[config.mk]
export PLATFORM = sky130hd
export DESIGN_NAME = ms7200_cfg_top
export DESIGN_NICKNAME = d
export VERILOG_FILES = /design/src/rtl/cfg_pkg.sv /design/src/rtl/iic_req_if.sv /design/src/rtl/cfg_fsm.sv /design/src/rtl/cmd_source.sv /design/src/rtl/iic_issuer.sv /design/src/rtl/ms7200_cfg_top.sv /design/src/rtl/status_capture.sv /design/src/rtl/step_counter.sv
export VERILOG_INCLUDE_DIRS = /design/src /design/src/rtl
export SDC_FILE = /design/constraint.sdc
export NUM_CORES = 1
export LEC_CHECK = 0
export CAP_MARGIN = 20
export CORE_MARGIN = 2
export CORE_UTILIZATION = 30
export CTS_CLUSTER_DIAMETER = 50
export CTS_CLUSTER_SIZE = 12
export DETAILED_ROUTE_END_ITERATION = 8
export DONT_BUFFER_PORTS = 1
export PLACE_DENSITY = 0.54
export SLEW_MARGIN = 10
export SYNTH_ARGS = -nofsm -noshare
export SYNTH_HDL_FRONTEND = slang
export SYNTH_SLANG_ARGS = --single-unit
[constraint.sdc]
create_clock -name clk -period 2.3 [get_ports clk]
set_clock_uncertainty 0.1 [all_clocks]
set_input_delay 0.115 -clock clk [delete_from_list [all_inputs] [get_ports clk]]
set_output_delay 0.115 -clock clk [all_outputs]
set_load 0.005 [all_outputs]
[src/rtl/init_table.svh]
`ifndef INIT_TABLE_SVH
`define INIT_TABLE_SVH

// Entries are {register address, value}.
localparam logic [23:0] INIT_TABLE [cfg_pkg::INIT_LEN] = '{
    {16'h0204, 8'h02}, {16'h0205, 8'h40}, {16'h0004, 8'h01}, {16'h0009, 8'h26},
    {16'h102E, 8'h01}, {16'h1025, 8'hB0}, {16'h102D, 8'h83}, {16'h1000, 8'h20},
    {16'h100F, 8'h04}, {16'h0003, 8'hC3}, {16'h103B, 8'h02}, {16'h00E1, 8'h00},
    {16'h00A8, 8'h08}, {16'h000A, 8'h00}, {16'h0016, 8'h02}, {16'h00E2, 8'h01}
};

// Written once per detected lock.
localparam logic [23:0] SETTINGS_TABLE [cfg_pkg::SETTINGS_LEN] = '{
    {16'h1010, 8'h01},
    {16'h1024, 8'h00},
    {16'h0200, 8'h00},
    {16'h1024, 8'h70},
    {16'h0200, 8'h07},
    {16'h0215, 8'h01},
    {16'h0215, 8'h00}
};

`endif

[src/rtl/cfg_pkg.sv]
`default_nettype none

package cfg_pkg;

    typedef enum logic [2:0] {
        IDLE,
        CONNECT,
        INIT,
        POLL,
        SETTINGS
    } phase_t;

    // Frequency status from 0x209C..0x209F. Byte 0 is the lowest address.
    typedef union packed {
        logic [3:0][7:0] bytes;
        struct packed {
            logic [13:0] upper;
            logic [1:0]  lock;
            logic [15:0] lower;
        } fields;
    } status_word_t;

    typedef logic [15:0] reg_addr_t;
    typedef logic [7:0]  reg_data_t;

    localparam reg_addr_t CONNECT_ADDR  = 16'h0003;
    localparam reg_data_t CONNECT_MAGIC = 8'h5A;
    localparam reg_addr_t STATUS_BASE   = 16'h209C;

    localparam int CONNECT_LEN  = 2;
    localparam int INIT_LEN     = 16;
    localparam int STATUS_LEN   = 4;
    localparam int SETTINGS_LEN = 7;

    localparam logic [1:0] LOCK_IDLE  = 2'b00;
    localparam logic [1:0] LOCK_FOUND = 2'b10;

endpackage

`default_nettype wire

[src/rtl/iic_req_if.sv]
`default_nettype none

// One register transaction handed from the FSM to the I2C issuer.
interface iic_req_if;
    logic               valid;
    logic               ready;
    logic               done;
    logic               write;
    cfg_pkg::reg_addr_t addr;
    cfg_pkg::reg_data_t wdata;

    modport ctrl (output valid, output write, input ready, input done);
    modport source (output addr, output wdata);
    modport issuer (input valid, input write, input addr, input wdata,
                    output ready, output done);
endinterface

`default_nettype wire

[src/rtl/cfg_fsm.sv]
`default_nettype none

module cfg_fsm (
    input  wire               clk,
    input  wire               rstn,
    iic_req_if.ctrl           req,
    output cfg_pkg::phase_t   phase,
    input  wire [4:0]         step,
    input  wire               last,
    input  wire               lock_event,
    input  wire [7:0]         data_out,
    input  wire               byte_over,
    output logic              init_over
);

    logic [7:0] rd_byte;
    logic [1:0] arm;

    // Readback of the connection check register.
    always_ff @(posedge clk)
    begin
        if (byte_over && phase == cfg_pkg::CONNECT && step == 5'd1)
            rd_byte <= data_out;
    end

    // The two arm stages give step_counter and cmd_source time to settle
    // the next address before valid rises.
    always_ff @(posedge clk)
    begin
        if (!rstn)
        begin
            phase     <= cfg_pkg::IDLE;
            arm       <= 2'b00;
            req.valid <= 1'b0;
            req.write <= 1'b1;
            init_over <= 1'b0;
        end
        else
        begin
            arm <= {arm[0], req.done || phase == cfg_pkg::IDLE};

            if (arm[1])
            begin
                req.valid <= 1'b1;
                req.write <= !(phase == cfg_pkg::POLL ||
                               (phase == cfg_pkg::CONNECT && step == 5'd1));
            end
            else if (req.valid && req.ready)
                req.valid <= 1'b0;

            case (phase)
                cfg_pkg::IDLE:
                    phase <= cfg_pkg::CONNECT;
                cfg_pkg::CONNECT:
                    if (req.done && last && rd_byte == cfg_pkg::CONNECT_MAGIC)
                        phase <= cfg_pkg::INIT;
                cfg_pkg::INIT:
                    if (req.done && last)
                        phase <= cfg_pkg::POLL;
                cfg_pkg::POLL:
                    if (lock_event)
                        phase <= cfg_pkg::SETTINGS;
                cfg_pkg::SETTINGS:
                    if (req.done && last)
                    begin
                        phase     <= cfg_pkg::POLL;
                        init_over <= 1'b1;
                    end
                default:
                    phase <= cfg_pkg::IDLE;
            endcase
        end
    end

endmodule

`default_nettype wire

[src/rtl/cmd_source.sv]
`default_nettype none

module cmd_source (
    input  wire              clk,
    input  wire              rstn,
    input  cfg_pkg::phase_t  phase,
    input  wire [4:0]        step,
    iic_req_if.source        req
);

    `include "init_table.svh"

    always_ff @(posedge clk)
    begin
        if (!rstn)
        begin
            req.addr  <= 16'h0000;
            req.wdata <= 8'h00;
        end
        else
        begin
            case (phase)
                cfg_pkg::CONNECT:
                begin
                    req.addr  <= cfg_pkg::CONNECT_ADDR;
                    req.wdata <= cfg_pkg::CONNECT_MAGIC;
                end
                cfg_pkg::INIT:
                    {req.addr, req.wdata} <= INIT_TABLE[step[3:0]];
                cfg_pkg::SETTINGS:
                    {req.addr, req.wdata} <= SETTINGS_TABLE[step[2:0]];
                cfg_pkg::POLL:
                begin
                    req.addr  <= cfg_pkg::STATUS_BASE + 16'(step);
                    req.wdata <= 8'h00;
                end
                default:
                begin
                    req.addr  <= 16'h0000;
                    req.wdata <= 8'h00;
                end
            endcase
        end
    end

endmodule

`default_nettype wire

[src/rtl/iic_issuer.sv]
`default_nettype none

module iic_issuer (
    input  wire          clk,
    input  wire          rstn,
    iic_req_if.issuer    req,
    input  wire          busy,
    output logic         iic_trig,
    output logic         w_r,
    output logic [15:0]  addr,
    output logic [7:0]   data_in
);

    logic pend;
    logic busy_1d;
    logic busy_fall;
    logic take;

    assign busy_fall = busy_1d & ~busy;
    assign req.ready = ~pend;
    assign take      = req.valid & req.ready;

    always_ff @(posedge clk)
    begin
        if (!rstn)
        begin
            busy_1d  <= 1'b0;
            pend     <= 1'b0;
            req.done <= 1'b0;
            iic_trig <= 1'b0;
            w_r      <= 1'b1;
            addr     <= 16'h0000;
            data_in  <= 8'h00;
        end
        else
        begin
            busy_1d  <= busy;
            iic_trig <= take;
            // The master raises busy some cycles after trig, so pend bridges that gap.
            req.done <= pend & busy_fall;
            if (take)
            begin
                pend    <= 1'b1;
                w_r     <= req.write;
                addr    <= req.addr;
                data_in <= req.wdata;
            end
            else if (busy_fall)
                pend <= 1'b0;
        end
    end

endmodule

`default_nettype wire

[src/rtl/ms7200_cfg_top.sv]
`default_nettype none

module ms7200_cfg_top (
    input  wire         clk,
    input  wire         rstn,
    output wire         init_over,
    output wire         iic_trig,
    output wire         w_r,
    output wire [15:0]  addr,
    output wire [7:0]   data_in,
    input  wire         busy,
    input  wire [7:0]   data_out,
    input  wire         byte_over
);

    iic_req_if req ();

    cfg_pkg::phase_t phase;
    wire [4:0]       step;
    wire             last;
    wire             lock_event;

    cfg_fsm u_fsm (
        .clk        (clk),
        .rstn       (rstn),
        .req        (req.ctrl),
        .phase      (phase),
        .step       (step),
        .last       (last),
        .lock_event (lock_event),
        .data_out   (data_out),
        .byte_over  (byte_over),
        .init_over  (init_over)
    );

    step_counter u_step (
        .clk   (clk),
        .rstn  (rstn),
        .phase (phase),
        .done  (req.done),
        .step  (step),
        .last  (last)
    );

    cmd_source u_cmd (
        .clk   (clk),
        .rstn  (rstn),
        .phase (phase),
        .step  (step),
        .req   (req.source)
    );

    status_capture u_status (
        .clk        (clk),
        .rstn       (rstn),
        .phase      (phase),
        .step       (step),
        .done       (req.done),
        .byte_over  (byte_over),
        .data_out   (data_out),
        .lock_event (lock_event)
    );

    iic_issuer u_issuer (
        .clk      (clk),
        .rstn     (rstn),
        .req      (req.issuer),
        .busy     (busy),
        .iic_trig (iic_trig),
        .w_r      (w_r),
        .addr     (addr),
        .data_in  (data_in)
    );

endmodule

`default_nettype wire

[src/rtl/status_capture.sv]
`default_nettype none

module status_capture (
    input  wire              clk,
    input  wire              rstn,
    input  cfg_pkg::phase_t  phase,
    input  wire [4:0]        step,
    input  wire              done,
    input  wire              byte_over,
    input  wire [7:0]        data_out,
    output logic             lock_event
);

    cfg_pkg::status_word_t cur;
    cfg_pkg::status_word_t prev;
    logic                  word_end;

    assign word_end = done && phase == cfg_pkg::POLL &&
                      step == 5'(cfg_pkg::STATUS_LEN - 1);

    always_ff @(posedge clk)
    begin
        if (byte_over && phase == cfg_pkg::POLL)
            cur.bytes[step[1:0]] <= data_out;
    end

    // A lock is only reported on the transition from idle to found.
    always_ff @(posedge clk)
    begin
        if (!rstn)
        begin
            prev       <= '0;
            lock_event <= 1'b0;
        end
        else
        begin
            lock_event <= word_end &&
                          prev.fields.lock == cfg_pkg::LOCK_IDLE &&
                          cur.fields.lock == cfg_pkg::LOCK_FOUND;
            if (word_end)
                prev <= cur;
        end
    end

endmodule

`default_nettype wire

[src/rtl/step_counter.sv]
`default_nettype none

module step_counter (
    input  wire              clk,
    input  wire              rstn,
    input  cfg_pkg::phase_t  phase,
    input  wire              done,
    output logic [4:0]       step,
    output logic             last
);

    cfg_pkg::phase_t phase_q;
    logic [4:0]      len_m1;

    always_comb
    begin
        case (phase)
            cfg_pkg::CONNECT:  len_m1 = 5'(cfg_pkg::CONNECT_LEN - 1);
            cfg_pkg::INIT:     len_m1 = 5'(cfg_pkg::INIT_LEN - 1);
            cfg_pkg::POLL:     len_m1 = 5'(cfg_pkg::STATUS_LEN - 1);
            cfg_pkg::SETTINGS: len_m1 = 5'(cfg_pkg::SETTINGS_LEN - 1);
            default:           len_m1 = 5'd0;
        endcase
    end

    assign last = (step == len_m1);

    always_ff @(posedge clk)
    begin
        if (!rstn)
        begin
            step    <= 5'd0;
            phase_q <= cfg_pkg::IDLE;
        end
        else
        begin
            phase_q <= phase;
            if (phase != phase_q)
                step <= 5'd0;
            else if (done)
                step <= last ? 5'd0 : step + 5'd1;
        end
    end

endmodule

`default_nettype wire

Word level (Yosys, flattened, before mapping)
Memories as Yosys holds them, arrays and structs flattened.
Index checks and enable logic that the tools add are counted.
- bits in latches: 0
- output and inout bits: 27
- register bits after elaboration: 128
- ROM bits: 576
- memories: 2
- bits in writable memories: 0
- logic and storage cells: 91
- equal/unequal tests: 13
- multiply operators: 0
- shift operators: 0
- reduce and logical (&&, ||, !) cells: 23
- magnitude comparators: 4
- div/mod/pow operators: 0
- add/subtract/negate cells: 2
- bitwise gates (word level): 8
- mux-type cells: 19
- memory list (memory ; depth ; width ; rd ports ; clocked after Yosys merged registers in ; write ports ; RTL line ; source):
    (no name shown) ; 16 ; 24 ; 1 ; 0 ; 0 ; cmd_source.sv:29 ; {req.addr, req.wdata} <= INIT_TABLE[step[3:0]];
    (no name shown) ; 8 ; 24 ; 1 ; 0 ; 0 ; cmd_source.sv:31 ; {req.addr, req.wdata} <= SETTINGS_TABLE[step[2:0]];
- operators by type and width (kind ; count):
    $mux W24 ; 4
    $pmux W16 S4 ; 1
    $bwmux W32 ; 1
    $pmux W8 S3 ; 1
    $demux W8 S2 ; 1
    $pmux W4 S4 ; 1
    $add A14 B5 Y15 const A ; 1
    $logic_and A1 B1 Y1 ; 12
    $pmux W3 S4 ; 1
    $mux W3 ; 3
    $eq A8 B7 Y1 const B ; 1
    $mux W8 ; 1
    $eq A3 B2 Y1 const B ; 2
    $add A5 B1 Y5 const B ; 1
    $eq A5 B1 Y1 const B ; 1
    $eq A5 B2 Y1 const B ; 1
    $eq A5 B4 Y1 ; 1
    $ge A5 B5 Y1 const B ; 1
    $mux W5 ; 1
    $not A4 Y5 ; 1
    $ge A4 B4 Y1 const B ; 1
    $mux W1 ; 4
    $ne A2 B1 Y1 const B ; 2
    $not A3 Y4 ; 1
    other kinds (17) ; 24

Depth between registers and ports, before layout
- depth after elaboration: 7
- gate-level depth with buffers: 9

By module
From an unflattened synthesis, not the netlist that was laid out.
- cells, all modules: 386
- area, all modules: 3761.1 um^2
- by module, submodules not included (module ; area each (um^2) ; sequential area each (um^2) ; cells each ; instances):
    cmd_source ; 1237.4 ; 380.4 ; 144 ; 1
    iic_issuer ; 1144.8 ; 580.6 ; 121 ; 1
    cfg_fsm ; 640.6 ; 400.4 ; 51 ; 1
    step_counter ; 508.0 ; 160.2 ; 53 ; 1
    status_capture ; 230.2 ; 120.1 ; 17 ; 1

Least setup slack after synthesis
Ideal clock, no wire load.
- path kind: register to register
- from: register u_fsm.phase[2]
- to: register u_fsm.phase[0]
- clock period less this slack: 2.184 ns
- arrival time: 1.961 ns
- slack: 0.116 ns
- path buffers: 1
- stages on the path, launching flop included: 8
- path through: dfxtp_1 -> buf_6 -> or2_0 -> a211o_1 -> a221oi_4 -> nand2_4 -> a211oi_2 -> mux2_1
- longest elaborated chain between the ends: 7
- elaborated cells on any way between the ends: 15
- ends and longest elaborated chain (what ; RTL line ; source):
    start: declaration ; cfg_fsm.sv:7 ; output cfg_pkg::phase_t phase,
    start signal: assignment ; cfg_fsm.sv:32 ; phase <= cfg_pkg::IDLE;
    start signal: assignment ; cfg_fsm.sv:53 ; phase <= cfg_pkg::CONNECT;
    start signal: assignment ; cfg_fsm.sv:56 ; phase <= cfg_pkg::INIT;
    $eq A3 B3 Y1 (tied with other cells) ; cfg_fsm.sv:51, step_counter.sv:17 ;
    $pmux W4 S4 ; step_counter.sv:17 ; case (phase)
    $eq A5 B4 Y1 ; step_counter.sv:26 ; assign last = (step == len_m1);
    $logic_and A1 B1 Y1 ; cfg_fsm.sv:55, cfg_fsm.sv:58, cfg_fsm.sv:64 ;
    $logic_and A1 B1 Y1 ; cfg_fsm.sv:55 ; if (req.done && last && rd_byte == cfg_pkg::CONNECT_MAGIC)
    $ne A2 B2 Y1 (no line) ; -- ;
    $reduce_and A3 Y1 (no line) ; -- ;
Parallel ways exist; a longest one is shown, timed or not.
A chain may end at the register's enable or synchronous reset.

Final worst setup path
- from: register u_fsm.phase[0]
- to: register u_fsm.phase[0]
The elaborated chain is that of the path after synthesis.

==> impl_metrics.tcl <==
set metrics [dict create \
    instances_no_fill 520 \
    die_w_microns 107 \
    path_max_fanout 10 \
    path_cells "buf_4 -> nor2_1 -> o211ai_1 -> a221oi_4 -> nand2_4 -> a211oi_2 -> mux2_1" \
    run_status "finished clean" \
    grt_use_met1_pct 17.2 \
    synthArstFlopShare_pct 0 \
    worst_path_dominant_cell_family "compound AO/OA/AOI/OAI gates" \
    cts_buffers 9 \
    fin_crit_ns 2.20 \
    drive_above_1_share_pct 12.8 \
    hold_class "input pin to flop" \
    routabilityCongestion 0.896 \
    path_class "flop to flop" \
    cts_tree "built" \
    fin_setup_tns_ns 0 \
    slew_headroom_pct 64.1 \
    synth_cell_types 55 \
    grt_max_degree 28 \
    clockBufferDepth 2 \
    drt_pass1_iterations 4 \
    drt_iter0_drc 120 \
    finalInstanceArea_sq_mm 0.00372 \
    slew_viol_final 0 \
    muxShareOfSynthArea_pct 3.10 \
    met2_usage_pct 22.3 \
    post-route-util_pct 36.2 \
    reg2regPathDepth 7 \
    clk_pin_slew_worst_paths_ns 0.08 \
    vias_per_cell 4.76 \
    finalCritPeriodShare_pct 95.7 \
    worst_setup_path_start_kind "flop" \
    core-area_sq_mm 0.0103 \
    setup_violations 0 \
    use_met3_pct 3.99 \
    ant_nets 0 \
    seq_area_frac_synth_pct 48.9 \
    n_antenna_cell 0 \
    netlist_area_sq_mm 0.00315 \
    dr_total_vias 2473 \
    final_cell_mix "nand2_1, dfxtp_1, a21oi_1" \
    cts-root-buf "clkbuf_8" \
    place_area_sq_mm 0.00337 \
    rsz0062_at_grt "no" \
    cp-startpoint "u_fsm.phase[0]$_SDFFE_PN0P_" \
    reg2reg_to "u_fsm.phase[0]$_SDFFE_PN0P_" \
    start_util_pct 30.7 \
    synth-edff-count 10 \
    die-height_microns 107 \
    yosys_register_bits 72 \
    cp-endpoint "u_fsm.phase[0]$_SDFFE_PN0P_" \
    final_common_cell "nand2_1" \
    grt_pass1_vias 2429 \
    p_leak_nw 1.33 \
    synthAdderAreaFrac_pct 3.97 \
    synth_top_family_by_area "simple AND/OR/NAND/NOR gates" \
    die-area_sq_mm 0.0113 \
    io_buffers 0 \
    num_rows 37 \
    synthSimpleGateAreaFrac_pct 20.6 \
    ios 39 \
    power.density_mw_per_mm2 901 \
    cp-end-kind "flop" \
    nets 402 \
    synth_compound_area_share_pct 16.2 \
    r2r_setup_slack_ns 0.1 \
    synthXorXnorAreaFrac_pct 1.67 \
    critPathSlowestCell "dfxtp_2" \
    grtUsageTotal_pct 13.7 \
    synth_warnings 0 \
    worst-endpoint-required_ns 2.42 \
    clock_latency_ns 0.34 \
    antenna_found_initial 0 \
    max-cap-violations 0 \
    place_inst 493 \
    r2r-start "u_fsm.phase[0]$_SDFFE_PN0P_" \
    synth_cells 357 \
    synthToLayoutAreaGrowth_pct 17.9 \
    htreeDepth 3 \
    path_buf_inv 1 \
    routed_wirelength_microns 7410 \
    drc_errors 0 \
    ys.flop_type "dfxtp_1" \
    cts_setup_buffers 0 \
    wl_per_cell_microns 14.2 \
    clock-sinks 72 \
    gr-total-overflow 0 \
    grt_busiest_layer "met2" \
    hold_viol 0 \
    hpwl_microns 5210 \
    peakVddDrop_mv 0.311 \
    worstMarginPinSlew_ns 0.536 \
    arrival_ns 2.32 \
    syn_area_per_cell_sq_um 8.83 \
    cp.depth 7 \
    grt_pass1_wl_microns 12100 \
    max_freq_mhz 454 \
    cpPeakStageDelay_ns 0.37 \
]
sequential cells by signal, indices dropped and copies added (netlist names), 3 cells and up:
register,flops
u_step.step,5
u_fsm.phase,3
u_cmd.req.wdata,8
u_fsm.rd_byte,8
u_step.phase_q,3
u_issuer.data_in,8
u_issuer.addr,11
u_cmd.req.addr,11
area by class of cell:
cell class / count / area (sq um)
clock inverter: 3 / 46.3
fill: 1070 / 6560
timing repair buffer: 33 / 278
inverter: 12 / 45.0
multi-input combinational: 252 / 1460
sequential: 72 / 1550
clock buffer: 12 / 176
tap: 136 / 170
worst min-delay path, delay by kind of cell:
family | cells | cell delay (ns)
compound gates | 2 | 0.15
buf+inv | 1 | 0.16
cells in the mapped netlist (2+ instances only):
library cell	number	area, sq um
a211o_1	2	17.5
edfxtp_1	10	300
nand3b_1	3	22.5
buf_2	3	15.0
nor2_1	34	128
o22ai_1	4	25.0
inv_1	10	37.5
mux2_1	2	22.5
a31oi_1	2	12.5
a211oi_1	2	15.0
nand2b_1	3	18.8
clkbuf_1	13	48.8
mux2_2	2	22.5
mux2i_1	3	30.0
or3_1	2	12.5
a21oi_1	40	200
nand3_1	8	40.0
and2_1	7	43.8
nand2_1	60	225
nor3_1	8	40.0
nor2b_1	5	31.3
xnor2_1	5	43.8
dfxtp_1	62	1240
o211ai_1	2	15.0
o21ai_0	14	70.1
buf_4	5	37.5
and3_1	2	12.5
inv_2	2	7.51
ha_1	10	125
o31ai_1	2	15.0
nor4bb_1	3	30.0
o311ai_0	2	17.5
buf_1	3	11.3
cell families (layout without fill, tap and decap cells):
family,Yosys count,after routing
xor+xnor,6,6
compound gates,82,82
other cells,1,5
buf+inv,37,60
simple gates,141,141
fa+ha+maj,10,10
mux,8,8
flops,72,72
how the worst min path moves through the flow:
stage	depth (start not counted)	slack, ns	start	to
2_1_floorplan	1	0.09	busy	u_issuer.req.done$_SDFF_PN0_
3_3_place_gp	1	0.1	rstn	u_fsm.req.write$_SDFFE_PN1P_
3_5_place_dp	1	0.1	busy	u_issuer.req.done$_SDFF_PN0_
4_1_cts	3	0.02	rstn	u_cmd.req.wdata[4]$_SDFF_PN0_
5_1_grt	3	0.05	rstn	u_cmd.req.wdata[5]$_SDFF_PN0_
6_report	3	0.04	rstn	u_cmd.req.wdata[5]$_SDFF_PN0_
metal layers:
layer  vias up  wire length (microns)
met5         -                      0
met4         0                     93
met3        10                    443
met2        79                   3410
met1      1122                   3460
li1       1262                      -
report_power, final:
part           switching, mW  internal (mW)
clock                  0.474          0.624
sequential            0.0768           1.37
combinational          0.453          0.349
per-stage QoR:
step	hold WS, ns	power [mW]	setup WS (ns)
5_1_grt	0.0529	3.52	0.00200
2_1_floorplan	0.0910	2.01	0.116
6_report	0.0352	3.35	0.0979
4_1_cts	0.0173	3.37	0.0305
3_3_place_gp	0.0956	2.25	0.0783
3_5_place_dp	0.0963	2.25	0.00659
timing repair:
item | in CTS | in global routing
gates resized for setup | 1 | 2
hold buffers | 12 | 0
pin swaps | 0 | 1
endpoints found under the hold margin | 34 | 0
setup endpoints to repair | 1 | 3
(Power assumes the default switching activity.)
